--- config.mk ---
export PLATFORM = sky130hd
export DESIGN_NAME = rdp_read_datapath
export DESIGN_NICKNAME = d
export VERILOG_FILES = /design/src/rdp_pkg.sv /design/src/rdp_calib_regs.sv /design/src/rdp_latency_pipe.sv /design/src/rdp_valid_predict.sv /design/src/rdp_read_fifo.sv /design/src/rdp_read_datapath.sv
export SDC_FILE = /design/constraint.sdc
export NUM_CORES = 1
export LEC_CHECK = 0
export ABC_AREA = 0
export BUFFER_PORTS_ARGS = -buffer_cell sky130_fd_sc_hd__buf_4
export CORE_MARGIN = 3
export CORE_UTILIZATION = 40
export DETAILED_ROUTE_END_ITERATION = 10
export SLEW_MARGIN = 25
export SYNTH_ARGS = -nofsm -noshare
export SYNTH_HDL_FRONTEND = slang
export SYNTH_SLANG_ARGS = --single-unit
--- constraint.sdc ---
create_clock -name pll_afi_clk -period 2.76 [get_ports pll_afi_clk]
set_input_delay 0.138 -clock pll_afi_clk [delete_from_list [all_inputs] [get_ports pll_afi_clk]]
set_output_delay 0.138 -clock pll_afi_clk [all_outputs]
set_load 0.1 [all_outputs]
--- src/rdp_pkg.sv ---
// Geometry, register map and shared structs of the full-rate read datapath
// Two read DQS groups of 8 DQ each, AFI side clocked by pll_afi_clk only
`default_nettype none

package rdp_pkg;

	// ****************************************
	// Memory and AFI geometry
	// ****************************************

	localparam int NUM_GROUPS = 2;
	localparam int GROUP_DQ_WIDTH = 8;
	localparam int MEM_DQ_WIDTH = NUM_GROUPS * GROUP_DQ_WIDTH;
	// Two time slots of every DQ bit, same width as the DDIO input bus
	localparam int AFI_DATA_WIDTH = 2 * MEM_DQ_WIDTH;

	// Read latency shifter and the legal window for the latency count
	localparam int MAX_READ_LATENCY = 16;
	localparam int MIN_READ_LATENCY = 2;
	localparam int LAT_WIDTH = 5;

	// Resynchronization FIFO, one per group
	localparam int READ_FIFO_DEPTH = 8;
	localparam int READ_FIFO_ADDR_WIDTH = 3;

	// Valid prediction token shifter
	localparam int VFIFO_ADDR_WIDTH = 3;
	localparam int QVLD_EXTRA_FLOP_STAGES = 1;
	localparam int QVLD_SHIFTER_LENGTH = (2 ** VFIFO_ADDR_WIDTH) + QVLD_EXTRA_FLOP_STAGES;
	// One extra bit so the write index can reach the top of the shifter
	localparam int QVLD_IDX_WIDTH = VFIFO_ADDR_WIDTH + 1;

	// Termination window, counted in AFI cycles from the read request
	localparam int MEM_T_RL = 6;
	localparam int OCT_ON_DELAY = (MEM_T_RL > 4) ? ((MEM_T_RL - 4) / 2) : 0;
	localparam int OCT_OFF_DELAY = (MEM_T_RL + 6) / 2;

	// ****************************************
	// Calibration register map
	// ****************************************

	localparam int APB_ADDR_WIDTH = 4;
	localparam int APB_DATA_WIDTH = 32;

	localparam logic [APB_ADDR_WIDTH-1:0] ADDR_READ_LATENCY = 4'h0;
	localparam logic [APB_ADDR_WIDTH-1:0] ADDR_VFIFO_INCR = 4'h4;
	localparam logic [APB_ADDR_WIDTH-1:0] ADDR_FIFO_RESET = 4'h8;

	// APB request as seen by the slave
	typedef struct packed {
		logic psel;
		logic penable;
		logic pwrite;
		logic [APB_ADDR_WIDTH-1:0] paddr;
		logic [APB_DATA_WIDTH-1:0] pwdata;
	} apb_req_t;

	// APB response, valid in the access cycle
	typedef struct packed {
		logic [APB_DATA_WIDTH-1:0] prdata;
		logic pready;
		logic pslverr;
	} apb_rsp_t;

	// Calibration controls fanned out to the execute and result stages
	typedef struct packed {
		logic [LAT_WIDTH-1:0] read_latency;
		logic [NUM_GROUPS-1:0] vfifo_incr;
		logic [NUM_GROUPS-1:0] fifo_reset;
	} calib_ctrl_t;

endpackage

`default_nettype wire

--- src/rdp_calib_regs.sv ---
// APB slave with zero wait states; expects a setup cycle before every access
// Out-of-range latency writes are dropped and flagged with pslverr
`timescale 1ns/10ps
`default_nettype none

module rdp_calib_regs (
	input  wire                  pll_afi_clk,
	input  wire                  reset_n_afi_clk,
	input  rdp_pkg::apb_req_t    apb_req_i,
	output rdp_pkg::apb_rsp_t    apb_rsp_o,
	output rdp_pkg::calib_ctrl_t calib_ctrl_o
);

	// Access phase of a transfer
	logic access;
	// One-hot address hits
	logic hit_latency;
	logic hit_incr;
	logic hit_reset;
	logic hit_any;
	// Write data lies in the accepted latency window
	logic lat_in_range;

	logic [rdp_pkg::LAT_WIDTH-1:0] read_latency;
	logic [rdp_pkg::NUM_GROUPS-1:0] vfifo_incr;
	logic [rdp_pkg::NUM_GROUPS-1:0] fifo_reset;

	// ****************************************
	// Address decode
	// ****************************************

	assign access = apb_req_i.psel & apb_req_i.penable;

	assign hit_latency = (apb_req_i.paddr == rdp_pkg::ADDR_READ_LATENCY);
	assign hit_incr = (apb_req_i.paddr == rdp_pkg::ADDR_VFIFO_INCR);
	assign hit_reset = (apb_req_i.paddr == rdp_pkg::ADDR_FIFO_RESET);
	assign hit_any = hit_latency | hit_incr | hit_reset;

	assign lat_in_range = (apb_req_i.pwdata >= rdp_pkg::MIN_READ_LATENCY) &&
		(apb_req_i.pwdata <= rdp_pkg::MAX_READ_LATENCY);

	// The response is combinational and lands in the access cycle itself
	always_comb
	begin
		apb_rsp_o.pready = access;
		apb_rsp_o.pslverr = access &
			(~hit_any | (apb_req_i.pwrite & hit_latency & ~lat_in_range));
		// Only the latency register reads back, command registers read as zero
		if (hit_latency & ~apb_req_i.pwrite)
			apb_rsp_o.prdata = {{(rdp_pkg::APB_DATA_WIDTH-rdp_pkg::LAT_WIDTH){1'b0}},
				read_latency};
		else
			apb_rsp_o.prdata = '0;
	end

	// ****************************************
	// Latency register and command pulses
	// ****************************************

	always_ff @(posedge pll_afi_clk or negedge reset_n_afi_clk)
	begin
		if (~reset_n_afi_clk)
		begin
			read_latency <= rdp_pkg::LAT_WIDTH'(rdp_pkg::MIN_READ_LATENCY);
			vfifo_incr <= '0;
			fifo_reset <= '0;
		end
		else
		begin
			// New latency applies from the edge that closes the access
			if (access & apb_req_i.pwrite & hit_latency & lat_in_range)
				read_latency <= apb_req_i.pwdata[rdp_pkg::LAT_WIDTH-1:0];

			// Commands last one cycle, one bit per DQS group
			if (access & apb_req_i.pwrite & hit_incr)
				vfifo_incr <= apb_req_i.pwdata[rdp_pkg::NUM_GROUPS-1:0];
			else
				vfifo_incr <= '0;

			if (access & apb_req_i.pwrite & hit_reset)
				fifo_reset <= apb_req_i.pwdata[rdp_pkg::NUM_GROUPS-1:0];
			else
				fifo_reset <= '0;
		end
	end

	assign calib_ctrl_o.read_latency = read_latency;
	assign calib_ctrl_o.vfifo_incr = vfifo_incr;
	assign calib_ctrl_o.fifo_reset = fifo_reset;

	// An access must follow a setup cycle of the same transfer
	a_apb_setup_before_access: assert property (
		@(posedge pll_afi_clk) disable iff (~reset_n_afi_clk)
		apb_req_i.penable |-> apb_req_i.psel &&
			$past(apb_req_i.psel && !apb_req_i.penable)
	);

endmodule

`default_nettype wire

--- src/rdp_latency_pipe.sv ---
// Full-rate read latency shifter, one request bit per AFI cycle
// The latency count must stay within MIN_READ_LATENCY..MAX_READ_LATENCY
`timescale 1ns/10ps
`default_nettype none

module rdp_latency_pipe (
	input  wire                          pll_afi_clk,
	input  wire                          reset_n_afi_clk,
	input  wire                          afi_rdata_en_full_i,
	input  wire [rdp_pkg::LAT_WIDTH-1:0] read_latency_i,
	output logic                         read_enable_o,
	output logic                         afi_rdata_valid_o,
	output logic                         force_oct_off_o
);

	// Bit k is high in the cycle after edge E+k for a request sampled at E
	logic [rdp_pkg::MAX_READ_LATENCY:0] lat_shift;
	// Short request history that frames the termination window
	logic [rdp_pkg::OCT_OFF_DELAY:0] oct_hist;

	// ****************************************
	// Read latency shifter
	// ****************************************

	always_ff @(posedge pll_afi_clk or negedge reset_n_afi_clk)
	begin
		if (~reset_n_afi_clk)
			lat_shift <= '0;
		else
			lat_shift <= {lat_shift[rdp_pkg::MAX_READ_LATENCY-1:0], afi_rdata_en_full_i};
	end

	// The tap at the calibrated latency pops the read FIFO of every group
	assign read_enable_o = lat_shift[read_latency_i];

	// Valid trails the pop by one edge, the same edge that registers the FIFO data
	always_ff @(posedge pll_afi_clk or negedge reset_n_afi_clk)
	begin
		if (~reset_n_afi_clk)
			afi_rdata_valid_o <= 1'b0;
		else
			afi_rdata_valid_o <= read_enable_o;
	end

	// ****************************************
	// Termination force-off window
	// ****************************************

	// Termination stays forced off unless a read burst is due on the bus.
	// The window opens OCT_ON_DELAY cycles after the request and closes after
	// OCT_OFF_DELAY cycles, both measured from the first history stage
	always_ff @(posedge pll_afi_clk or negedge reset_n_afi_clk)
	begin
		if (~reset_n_afi_clk)
		begin
			oct_hist <= '0;
			force_oct_off_o <= 1'b1;
		end
		else
		begin
			oct_hist <= {oct_hist[rdp_pkg::OCT_OFF_DELAY-1:0], afi_rdata_en_full_i};
			force_oct_off_o <= ~(|oct_hist[rdp_pkg::OCT_OFF_DELAY:rdp_pkg::OCT_ON_DELAY]);
		end
	end

	// The register stage upstream must never hand over a latency outside the shifter
	a_latency_in_range: assert property (
		@(posedge pll_afi_clk) disable iff (~reset_n_afi_clk)
		(read_latency_i >= rdp_pkg::MIN_READ_LATENCY) &&
			(read_latency_i <= rdp_pkg::MAX_READ_LATENCY)
	);

endmodule

`default_nettype wire

--- src/rdp_valid_predict.sv ---
// Full-rate DQS-enable prediction, one token shifter per read group
// Write address starts at zero and wraps modulo 8 on increment pulses
`timescale 1ns/10ps
`default_nettype none

module rdp_valid_predict (
	input  wire                           pll_afi_clk,
	input  wire                           reset_n_afi_clk,
	input  wire                           afi_rdata_en_full_i,
	input  wire [rdp_pkg::NUM_GROUPS-1:0] vfifo_incr_i,
	output logic [rdp_pkg::NUM_GROUPS-1:0] dqs_enable_ctrl_o
);

	// Request token, registered once before it enters the shifters
	logic token_r;
	// Per-group write address moved by the sequencer
	logic [rdp_pkg::VFIFO_ADDR_WIDTH-1:0] wr_addr [rdp_pkg::NUM_GROUPS];
	// Shifter position the token lands in, address plus fixed stages
	logic [rdp_pkg::QVLD_IDX_WIDTH-1:0] wr_idx [rdp_pkg::NUM_GROUPS];
	logic [rdp_pkg::QVLD_SHIFTER_LENGTH-1:0] qvld_shift [rdp_pkg::NUM_GROUPS];

	always_ff @(posedge pll_afi_clk or negedge reset_n_afi_clk)
	begin
		if (~reset_n_afi_clk)
			token_r <= 1'b0;
		else
			token_r <= afi_rdata_en_full_i;
	end

	always_comb
	begin
		for (int g = 0; g < rdp_pkg::NUM_GROUPS; g++)
			wr_idx[g] = {1'b0, wr_addr[g]} +
				rdp_pkg::QVLD_IDX_WIDTH'(rdp_pkg::QVLD_EXTRA_FLOP_STAGES);
	end

	// Each increment delays the predicted window of its group by one cycle.
	// The shifter drops one position per cycle toward bit 0, so a token written at
	// position A+1 reaches the output A+1 cycles later
	always_ff @(posedge pll_afi_clk or negedge reset_n_afi_clk)
	begin
		if (~reset_n_afi_clk)
		begin
			for (int g = 0; g < rdp_pkg::NUM_GROUPS; g++)
			begin
				wr_addr[g] <= '0;
				qvld_shift[g] <= '0;
			end
		end
		else
		begin
			for (int g = 0; g < rdp_pkg::NUM_GROUPS; g++)
			begin
				if (vfifo_incr_i[g])
					wr_addr[g] <= wr_addr[g] + 1'b1;
				qvld_shift[g] <= {1'b0, qvld_shift[g][rdp_pkg::QVLD_SHIFTER_LENGTH-1:1]};
				// The write wins over the shift for the addressed position
				qvld_shift[g][wr_idx[g]] <= token_r;
			end
		end
	end

	always_comb
	begin
		for (int g = 0; g < rdp_pkg::NUM_GROUPS; g++)
			dqs_enable_ctrl_o[g] = qvld_shift[g][0];
	end

endmodule

`default_nettype wire

--- src/rdp_read_fifo.sv ---
// Resync FIFOs, one per group, writing one DDIO word every cycle without flow control
// Unread words are overwritten once the write pointer laps the read pointer
`timescale 1ns/10ps
`default_nettype none

module rdp_read_fifo (
	input  wire                               pll_afi_clk,
	input  wire                               reset_n_afi_clk,
	input  wire [rdp_pkg::AFI_DATA_WIDTH-1:0] ddio_phy_dq_i,
	input  wire [rdp_pkg::NUM_GROUPS-1:0]     fifo_reset_i,
	input  wire                               read_enable_i,
	output logic [rdp_pkg::AFI_DATA_WIDTH-1:0] afi_rdata_o
);

	// Flop memory per group, each word is {T1 byte, T0 byte}
	logic [2*rdp_pkg::GROUP_DQ_WIDTH-1:0] fifo_mem [rdp_pkg::NUM_GROUPS][rdp_pkg::READ_FIFO_DEPTH];
	logic [rdp_pkg::READ_FIFO_ADDR_WIDTH-1:0] wr_ptr [rdp_pkg::NUM_GROUPS];
	logic [rdp_pkg::READ_FIFO_ADDR_WIDTH-1:0] rd_ptr [rdp_pkg::NUM_GROUPS];
	// Registered read words, still in group order
	logic [2*rdp_pkg::GROUP_DQ_WIDTH-1:0] rd_word [rdp_pkg::NUM_GROUPS];

	// ****************************************
	// Pointers
	// ****************************************

	always_ff @(posedge pll_afi_clk or negedge reset_n_afi_clk)
	begin
		if (~reset_n_afi_clk)
		begin
			for (int g = 0; g < rdp_pkg::NUM_GROUPS; g++)
			begin
				wr_ptr[g] <= '0;
				rd_ptr[g] <= '0;
			end
		end
		else
		begin
			for (int g = 0; g < rdp_pkg::NUM_GROUPS; g++)
			begin
				// A reset command realigns both sides of the group to slot 0
				if (fifo_reset_i[g])
				begin
					wr_ptr[g] <= '0;
					rd_ptr[g] <= '0;
				end
				else
				begin
					wr_ptr[g] <= wr_ptr[g] + 1'b1;
					if (read_enable_i)
						rd_ptr[g] <= rd_ptr[g] + 1'b1;
				end
			end
		end
	end

	// ****************************************
	// Storage and read register
	// ****************************************

	always_ff @(posedge pll_afi_clk)
	begin
		for (int g = 0; g < rdp_pkg::NUM_GROUPS; g++)
		begin
			fifo_mem[g][wr_ptr[g]] <= ddio_phy_dq_i[g*2*rdp_pkg::GROUP_DQ_WIDTH +:
				2*rdp_pkg::GROUP_DQ_WIDTH];
			// Reads see the slot contents from before this edge's write
			if (read_enable_i)
				rd_word[g] <= fifo_mem[g][rd_ptr[g]];
		end
	end

	// Group order in, time-slot order out: {G1T1, G0T1, G1T0, G0T0}
	always_comb
	begin
		for (int g = 0; g < rdp_pkg::NUM_GROUPS; g++)
			for (int t = 0; t < 2; t++)
				afi_rdata_o[t*rdp_pkg::MEM_DQ_WIDTH + g*rdp_pkg::GROUP_DQ_WIDTH +:
					rdp_pkg::GROUP_DQ_WIDTH] = rd_word[g][t*rdp_pkg::GROUP_DQ_WIDTH +:
					rdp_pkg::GROUP_DQ_WIDTH];
	end

	// The sequencer only resets a FIFO while no read is being released
	a_no_read_during_reset: assert property (
		@(posedge pll_afi_clk) disable iff (~reset_n_afi_clk)
		(|fifo_reset_i) |-> !read_enable_i
	);

endmodule

`default_nettype wire

--- src/rdp_read_datapath.sv ---
// Full-rate DDR2 read datapath top, AFI clock domain only
// Calibration is driven over APB in place of a sequencer bus
`timescale 1ns/10ps
`default_nettype none

module rdp_read_datapath (
	input  wire                               pll_afi_clk,
	input  wire                               reset_n_afi_clk,
	input  rdp_pkg::apb_req_t                 apb_req_i,
	output rdp_pkg::apb_rsp_t                 apb_rsp_o,
	input  wire                               afi_rdata_en_full_i,
	input  wire [rdp_pkg::AFI_DATA_WIDTH-1:0] ddio_phy_dq_i,
	output logic [rdp_pkg::AFI_DATA_WIDTH-1:0] afi_rdata_o,
	output logic                              afi_rdata_valid_o,
	output logic [rdp_pkg::NUM_GROUPS-1:0]    dqs_enable_ctrl_o,
	output logic                              force_oct_off_o
);

	// Latency count and per-group command pulses
	rdp_pkg::calib_ctrl_t calib_ctrl;
	// Shared FIFO pop from the latency shifter
	logic read_enable;

	// Decode stage
	rdp_calib_regs u_calib_regs (
		.pll_afi_clk     (pll_afi_clk),
		.reset_n_afi_clk (reset_n_afi_clk),
		.apb_req_i       (apb_req_i),
		.apb_rsp_o       (apb_rsp_o),
		.calib_ctrl_o    (calib_ctrl)
	);

	// Execute stage, read latency and termination
	rdp_latency_pipe u_latency_pipe (
		.pll_afi_clk         (pll_afi_clk),
		.reset_n_afi_clk     (reset_n_afi_clk),
		.afi_rdata_en_full_i (afi_rdata_en_full_i),
		.read_latency_i      (calib_ctrl.read_latency),
		.read_enable_o       (read_enable),
		.afi_rdata_valid_o   (afi_rdata_valid_o),
		.force_oct_off_o     (force_oct_off_o)
	);

	// Execute stage, DQS-enable prediction
	rdp_valid_predict u_valid_predict (
		.pll_afi_clk         (pll_afi_clk),
		.reset_n_afi_clk     (reset_n_afi_clk),
		.afi_rdata_en_full_i (afi_rdata_en_full_i),
		.vfifo_incr_i        (calib_ctrl.vfifo_incr),
		.dqs_enable_ctrl_o   (dqs_enable_ctrl_o)
	);

	// Result stage
	rdp_read_fifo u_read_fifo (
		.pll_afi_clk     (pll_afi_clk),
		.reset_n_afi_clk (reset_n_afi_clk),
		.ddio_phy_dq_i   (ddio_phy_dq_i),
		.fifo_reset_i    (calib_ctrl.fifo_reset),
		.read_enable_i   (read_enable),
		.afi_rdata_o     (afi_rdata_o)
	);

endmodule

`default_nettype wire

==> insert_results.sql <==
INSERT INTO impl_metrics (metric_group, metric, value, unit) VALUES
('clocking', 'post_cts_resize_count', '0', ''),
('timing', 'min_period_over_period', '0.851', ''),
('timing', 'timing.hold.ws', '81.0', 'ps'),
('final_layout', 'final_nets', '969', ''),
('floorplan', 'dieArea', '36500', 'um^2'),
('timing', 'max_freq', '426', 'MHz'),
('yosys', 'postSynthRegisterBits', '352', ''),
('timing', 'unrepaired_setup_endpoints_after_global_routing', 'no', ''),
('power_and_ir_drop', 'vdd.ir_drop.worst', '0.674', 'mV'),
('floorplan', 'floorplan.rows', '67', ''),
('detailed_routing', 'dr.first_iter.drc_count', '382', ''),
('yosys', 'asyncSetResetFlopFracSynth', '0.182', ''),
('clocking', 'tritoncts', 'yes', ''),
('detailed_routing', 'viasPerCell', '4.90', ''),
('power_and_ir_drop', 'clock_power_share', '0.279', ''),
('final_layout', 'ant_cells', '0', ''),
('power_and_ir_drop', 'switchingPower', '5.32', 'mW'),
('power_and_ir_drop', 'total_leakage_power', '6.09', 'nW'),
('power_and_ir_drop', 'power.switching_fraction', '0.320', ''),
('detailed_routing', 'drtAntennaViolNets', '0', ''),
('clocking', 'ctsHoldBuffers', '42', ''),
('worst_setup_path', 'series_of_cell_instances_along_the_critical_path', 'mux2i_1 > mux4_2 > a211oi_2 > nor2_2 > inv_2 > buf_4', ''),
('worst_setup_path', 'cpPeakStageDelay', '610', 'ps'),
('floorplan', 'die-height', '191', 'um'),
('clocking', 'cts_setup_buffers', '0', ''),
('final_layout', 'final_layout_size_suffix_gt1_frac', '0.371', ''),
('global_route', 'number_of_global_route_vias_before_repair', '6940', ''),
('global_route', 'globalRoute.totalOverflow', '0', ''),
('worst_setup_path', 'cp-end-kind', 'register', ''),
('worst_setup_path', 'cp.required', '2950', 'ps'),
('floorplan', 'core_region_area', '33600', 'um^2'),
('placement', 'post_dp_hpwl', '15300', 'um'),
('clocking', 'clock-sinks', '352', ''),
('worst_setup_path', 'timing.critical_path.from_type', 'register', ''),
('detailed_routing', 'avgRoutedWirePerCell', '18.8', 'um'),
('global_route', 'grt_max_degree', '65', ''),
('yosys', 'ys_types', '42', ''),
('clocking', 'cts.root.buffer_cell', 'clkbuf_16', ''),
('floorplan', 'boundaryPins', '144', ''),
('power_and_ir_drop', 'internal-power', '11.3', 'mW'),
('timing', 'finalClockSkew', '19.6', 'ps'),
('timing', 'period_minus_slack', '2350', 'ps'),
('global_route', 'grt_first_pass_wirelength', '39700', 'um'),
('yosys', 'yosysSeqAreaShare', '0.748', ''),
('clocking', 'cts-root-to-sink-buffers', '3', ''),
('worst_setup_path', 'critical_path.max_fanout', '19', ''),
('power_and_ir_drop', 'power_frac_comb', '0.280', ''),
('yosys', 'yosys_warnings', '0', ''),
('placement', 'place_congestion', '0.700', ''),
('floorplan', 'die-width', '191', 'um'),
('timing', 'drv_slew', '0', ''),
('worst_setup_path', 'worstSetupPathType', 'reg -> reg', ''),
('clocking', 'cts.clk_slew.worst_paths', '60', 'ps'),
('clocking', 'cts_max_level', '2', ''),
('worst_setup_path', 'worst_path_max_delay_cell', 'dfrtp_1', ''),
('run', 'cap_viol_max_count', '0', ''),
('status', 'run_status', 'complete, no violations', ''),
('global_route', 'grt_antenna_before_repair', '0', ''),
('yosys', 'synthesis.area_per_instance', '19.9', 'um^2'),
('floorplan', 'start_util', '0.408', ''),
('timing', 'totalNegativeSetupSlack', '0', 'ps'),
('worst_setup_path', 'cp.buffers_inverters', '2', ''),
('placement', 'port-buffer-count', '116', ''),
('global_route', 'grt.total_usage', '0.141', ''),
('clocking', 'worst_skew_pair.late_latency', '520', 'ps'),
('yosys', 'synth-edff-count', '288', ''),
('clocking', 'cts-buffers-inserted', '37', ''),
('worst_setup_path', 'worst-endpoint-arrival', '2540', 'ps'),
('power_and_ir_drop', 'p_seq_frac', '0.441', ''),
('power_and_ir_drop', 'p_per_area', '992', 'nW/um^2'),
('detailed_routing', 'remaining_drc_errors', '0', ''),
('worst_setup_path', 'cp_top_family', 'multiplexers', ''),
('detailed_routing', 'num_vias', '6652', ''),
('yosys', 'cells_after_synth', '687', ''),
('timing', 'timing_hold_violations_final', '0', ''),
('detailed_routing', 'drt-pass1-iter-count', '4', ''),
('yosys', 'syn-cell-area', '13700', 'um^2'),
('worst_hold_path', 'holdCritPathClass', 'in -> reg', ''),
('timing', 'slew_headroom', '0.467', ''),
('detailed_routing', 'total_wirelength', '25500', 'um'),
('final_layout', 'syn_to_final_growth', '22.3', '%'),
('yosys', 'synth_ff_type', 'edfxtp_1', ''),
('timing', 'max_slew.worst_pin.slew', '800', 'ps'),
('timing', 'setup-violations-final', '0', '');
==> state kept, by name, summed over array words and instances (netlist names), 5 cells and up <==
| name | count |
|---|---|
| u_read_fifo.wr_ptr | 6 |
| u_read_fifo.rd_word | 32 |
| u_calib_regs.read_latency | 5 |
| u_latency_pipe.lat_shift | 11 |
| u_valid_predict.qvld_shift | 16 |
| u_read_fifo.rd_ptr | 6 |
| u_valid_predict.wr_addr | 6 |
| u_read_fifo.fifo_mem | 256 |
| u_latency_pipe.oct_hist | 6 |
==> tightest hold or removal path, stage by stage <==
cell,delay [ps]
buf_4,120
and3_1,160
nand2_1,90
nor2_1,40
==> synth_stat cells, types with 2 or more instances <==
cell	instances	share of area
edfxtp_1	288	0.63
mux4_2	66	0.11
dfrtp_1	62	0.11
mux2_2	53	0.044
buf_4	30	0.016
nand2_1	28	0.0077
clkbuf_1	19	0.0052
nor2_1	14	0.0038
ha_1	12	0.011
nor3b_1	12	0.0066
mux2i_1	8	0.0058
nand2b_1	8	0.0037
nand3_1	8	0.0029
nor3_1	8	0.0029
o21ai_0	8	0.0029
and3b_1	6	0.0038
buf_2	6	0.0022
inv_1	6	0.0016
nor4_1	6	0.0027
and2_1	4	0.0018
xnor2_1	4	0.0026
and3_1	3	0.0014
buf_1	3	0.00082
a21oi_1	2	0.00073
dfstp_2	2	0.0038
nor2b_1	2	0.00091
nor3b_2	2	0.0018
or4b_1	2	0.0015
xor2_1	2	0.0013
==> power by group through the flow <==
stage / Sequential (mW) / Clock (mW) / Combinational [mW]
finish: 7.33 / 4.64 / 4.65
global route: 7.42 / 4.98 / 4.95
CTS: 7.34 / 4.78 / 4.75
detailed placement: 7.44 / 0 / 4.69
global placement: 7.42 / 0 / 4.67
floorplan: 8.64 / 0 / 2.16
==> routing by layer <==
layer / GRT usage / routed length [um] / up-vias / part of all wire
met4: 0.0364 / 508 / 0 / 0.020
met3: 0.0233 / 1040 / 45 / 0.041
met5: 0 / 0 / - / 0
li1: - / - / 3047 / -
met1: 0.196 / 11300 / 3428 / 0.44
met2: 0.233 / 12600 / 132 / 0.50
==> area by class of cell <==
type / instances / area, um^2
Timing Repair Buffer: 190 / 1560
Inverter: 6 / 22.5
Multi-Input combinational cell: 296 / 3220
Clock inverter: 15 / 154
Sequential cell: 352 / 10300
Fill cell: 2760 / 16900
Clock buffer: 51 / 988
Tap cell: 448 / 561
==> metrics by stage <==
step | cells | util | setup WS, ps | cell area [um^2] | power [mW]
finish | 1358 | 0.498 | 412 | 16800 | 16.6
global route | 1358 | 0.498 | 232 | 16800 | 17.4
CTS | 1358 | 0.498 | 365 | 16800 | 16.9
detailed placement | 1250 | 0.452 | 374 | 15200 | 12.1
global placement | 1250 | 0.452 | 417 | 15200 | 12.1
floorplan | 713 | - | 104 | 13800 | 10.8
==> final timing paths <==
path                                              start                      endpoint  slack, ps  cells after the start
max in group asynchronous               reset_n_afi_clk         u_read_fifo.rd_ptr[3]       1920                      2
min in group asynchronous               reset_n_afi_clk    u_latency_pipe.oct_hist[4]        270                      2
max                        u_calib_regs.read_latency[0]    u_read_fifo.rd_word[0][25]        410                      6
min                                       apb_req_i[36]    u_calib_regs.fifo_reset[0]         80                      4
max reg2reg                u_calib_regs.read_latency[0]    u_read_fifo.rd_word[0][25]        410                      6
min reg2reg                u_latency_pipe.lat_shift[15]  u_latency_pipe.lat_shift[16]        370                      0
==> cells by family (layout without fill, tap and decap cells) <==
logic type,count (synthesis),count (layout),share of synthesized area
buf+inv,65,262,0.0271
simple gates,110,110,0.0454
compound gates,14,14,0.00648
mux,127,127,0.158
other cells,1,27,0.000274
fa+ha+maj,12,12,0.0110
xor+xnor,6,6,0.00383
flops,352,352,0.748
==> placed cells by master, fill, tap and decap left out, types with 3 or more instances in the layout <==
cell type / Yosys / final
nor3b_2: 2 / 8
nand2_1: 28 / 28
and3_1: 3 / 3
clkinv_1: 0 / 3
nor4_1: 6 / 6
mux2_2: 53 / 53
inv_1: 6 / 5
and2_1: 4 / 4
nand3_1: 8 / 8
and3b_1: 6 / 6
ha_1: 12 / 12
mux2i_1: 8 / 8
clkbuf_16: 0 / 37
xnor2_1: 4 / 4
conb_1: 1 / 27
clkinv_2: 0 / 5
dfrtp_1: 62 / 60
nand2b_1: 8 / 8
o21ai_0: 8 / 8
mux4_2: 66 / 66
buf_4: 30 / 146
nor3_1: 8 / 6
nor2_1: 14 / 14
dlygate4sd3_1: 0 / 42
clkbuf_1: 19 / 13
nor3b_1: 12 / 6
edfxtp_1: 288 / 288
No activity file was read; power rests on OpenSTA's default activity.
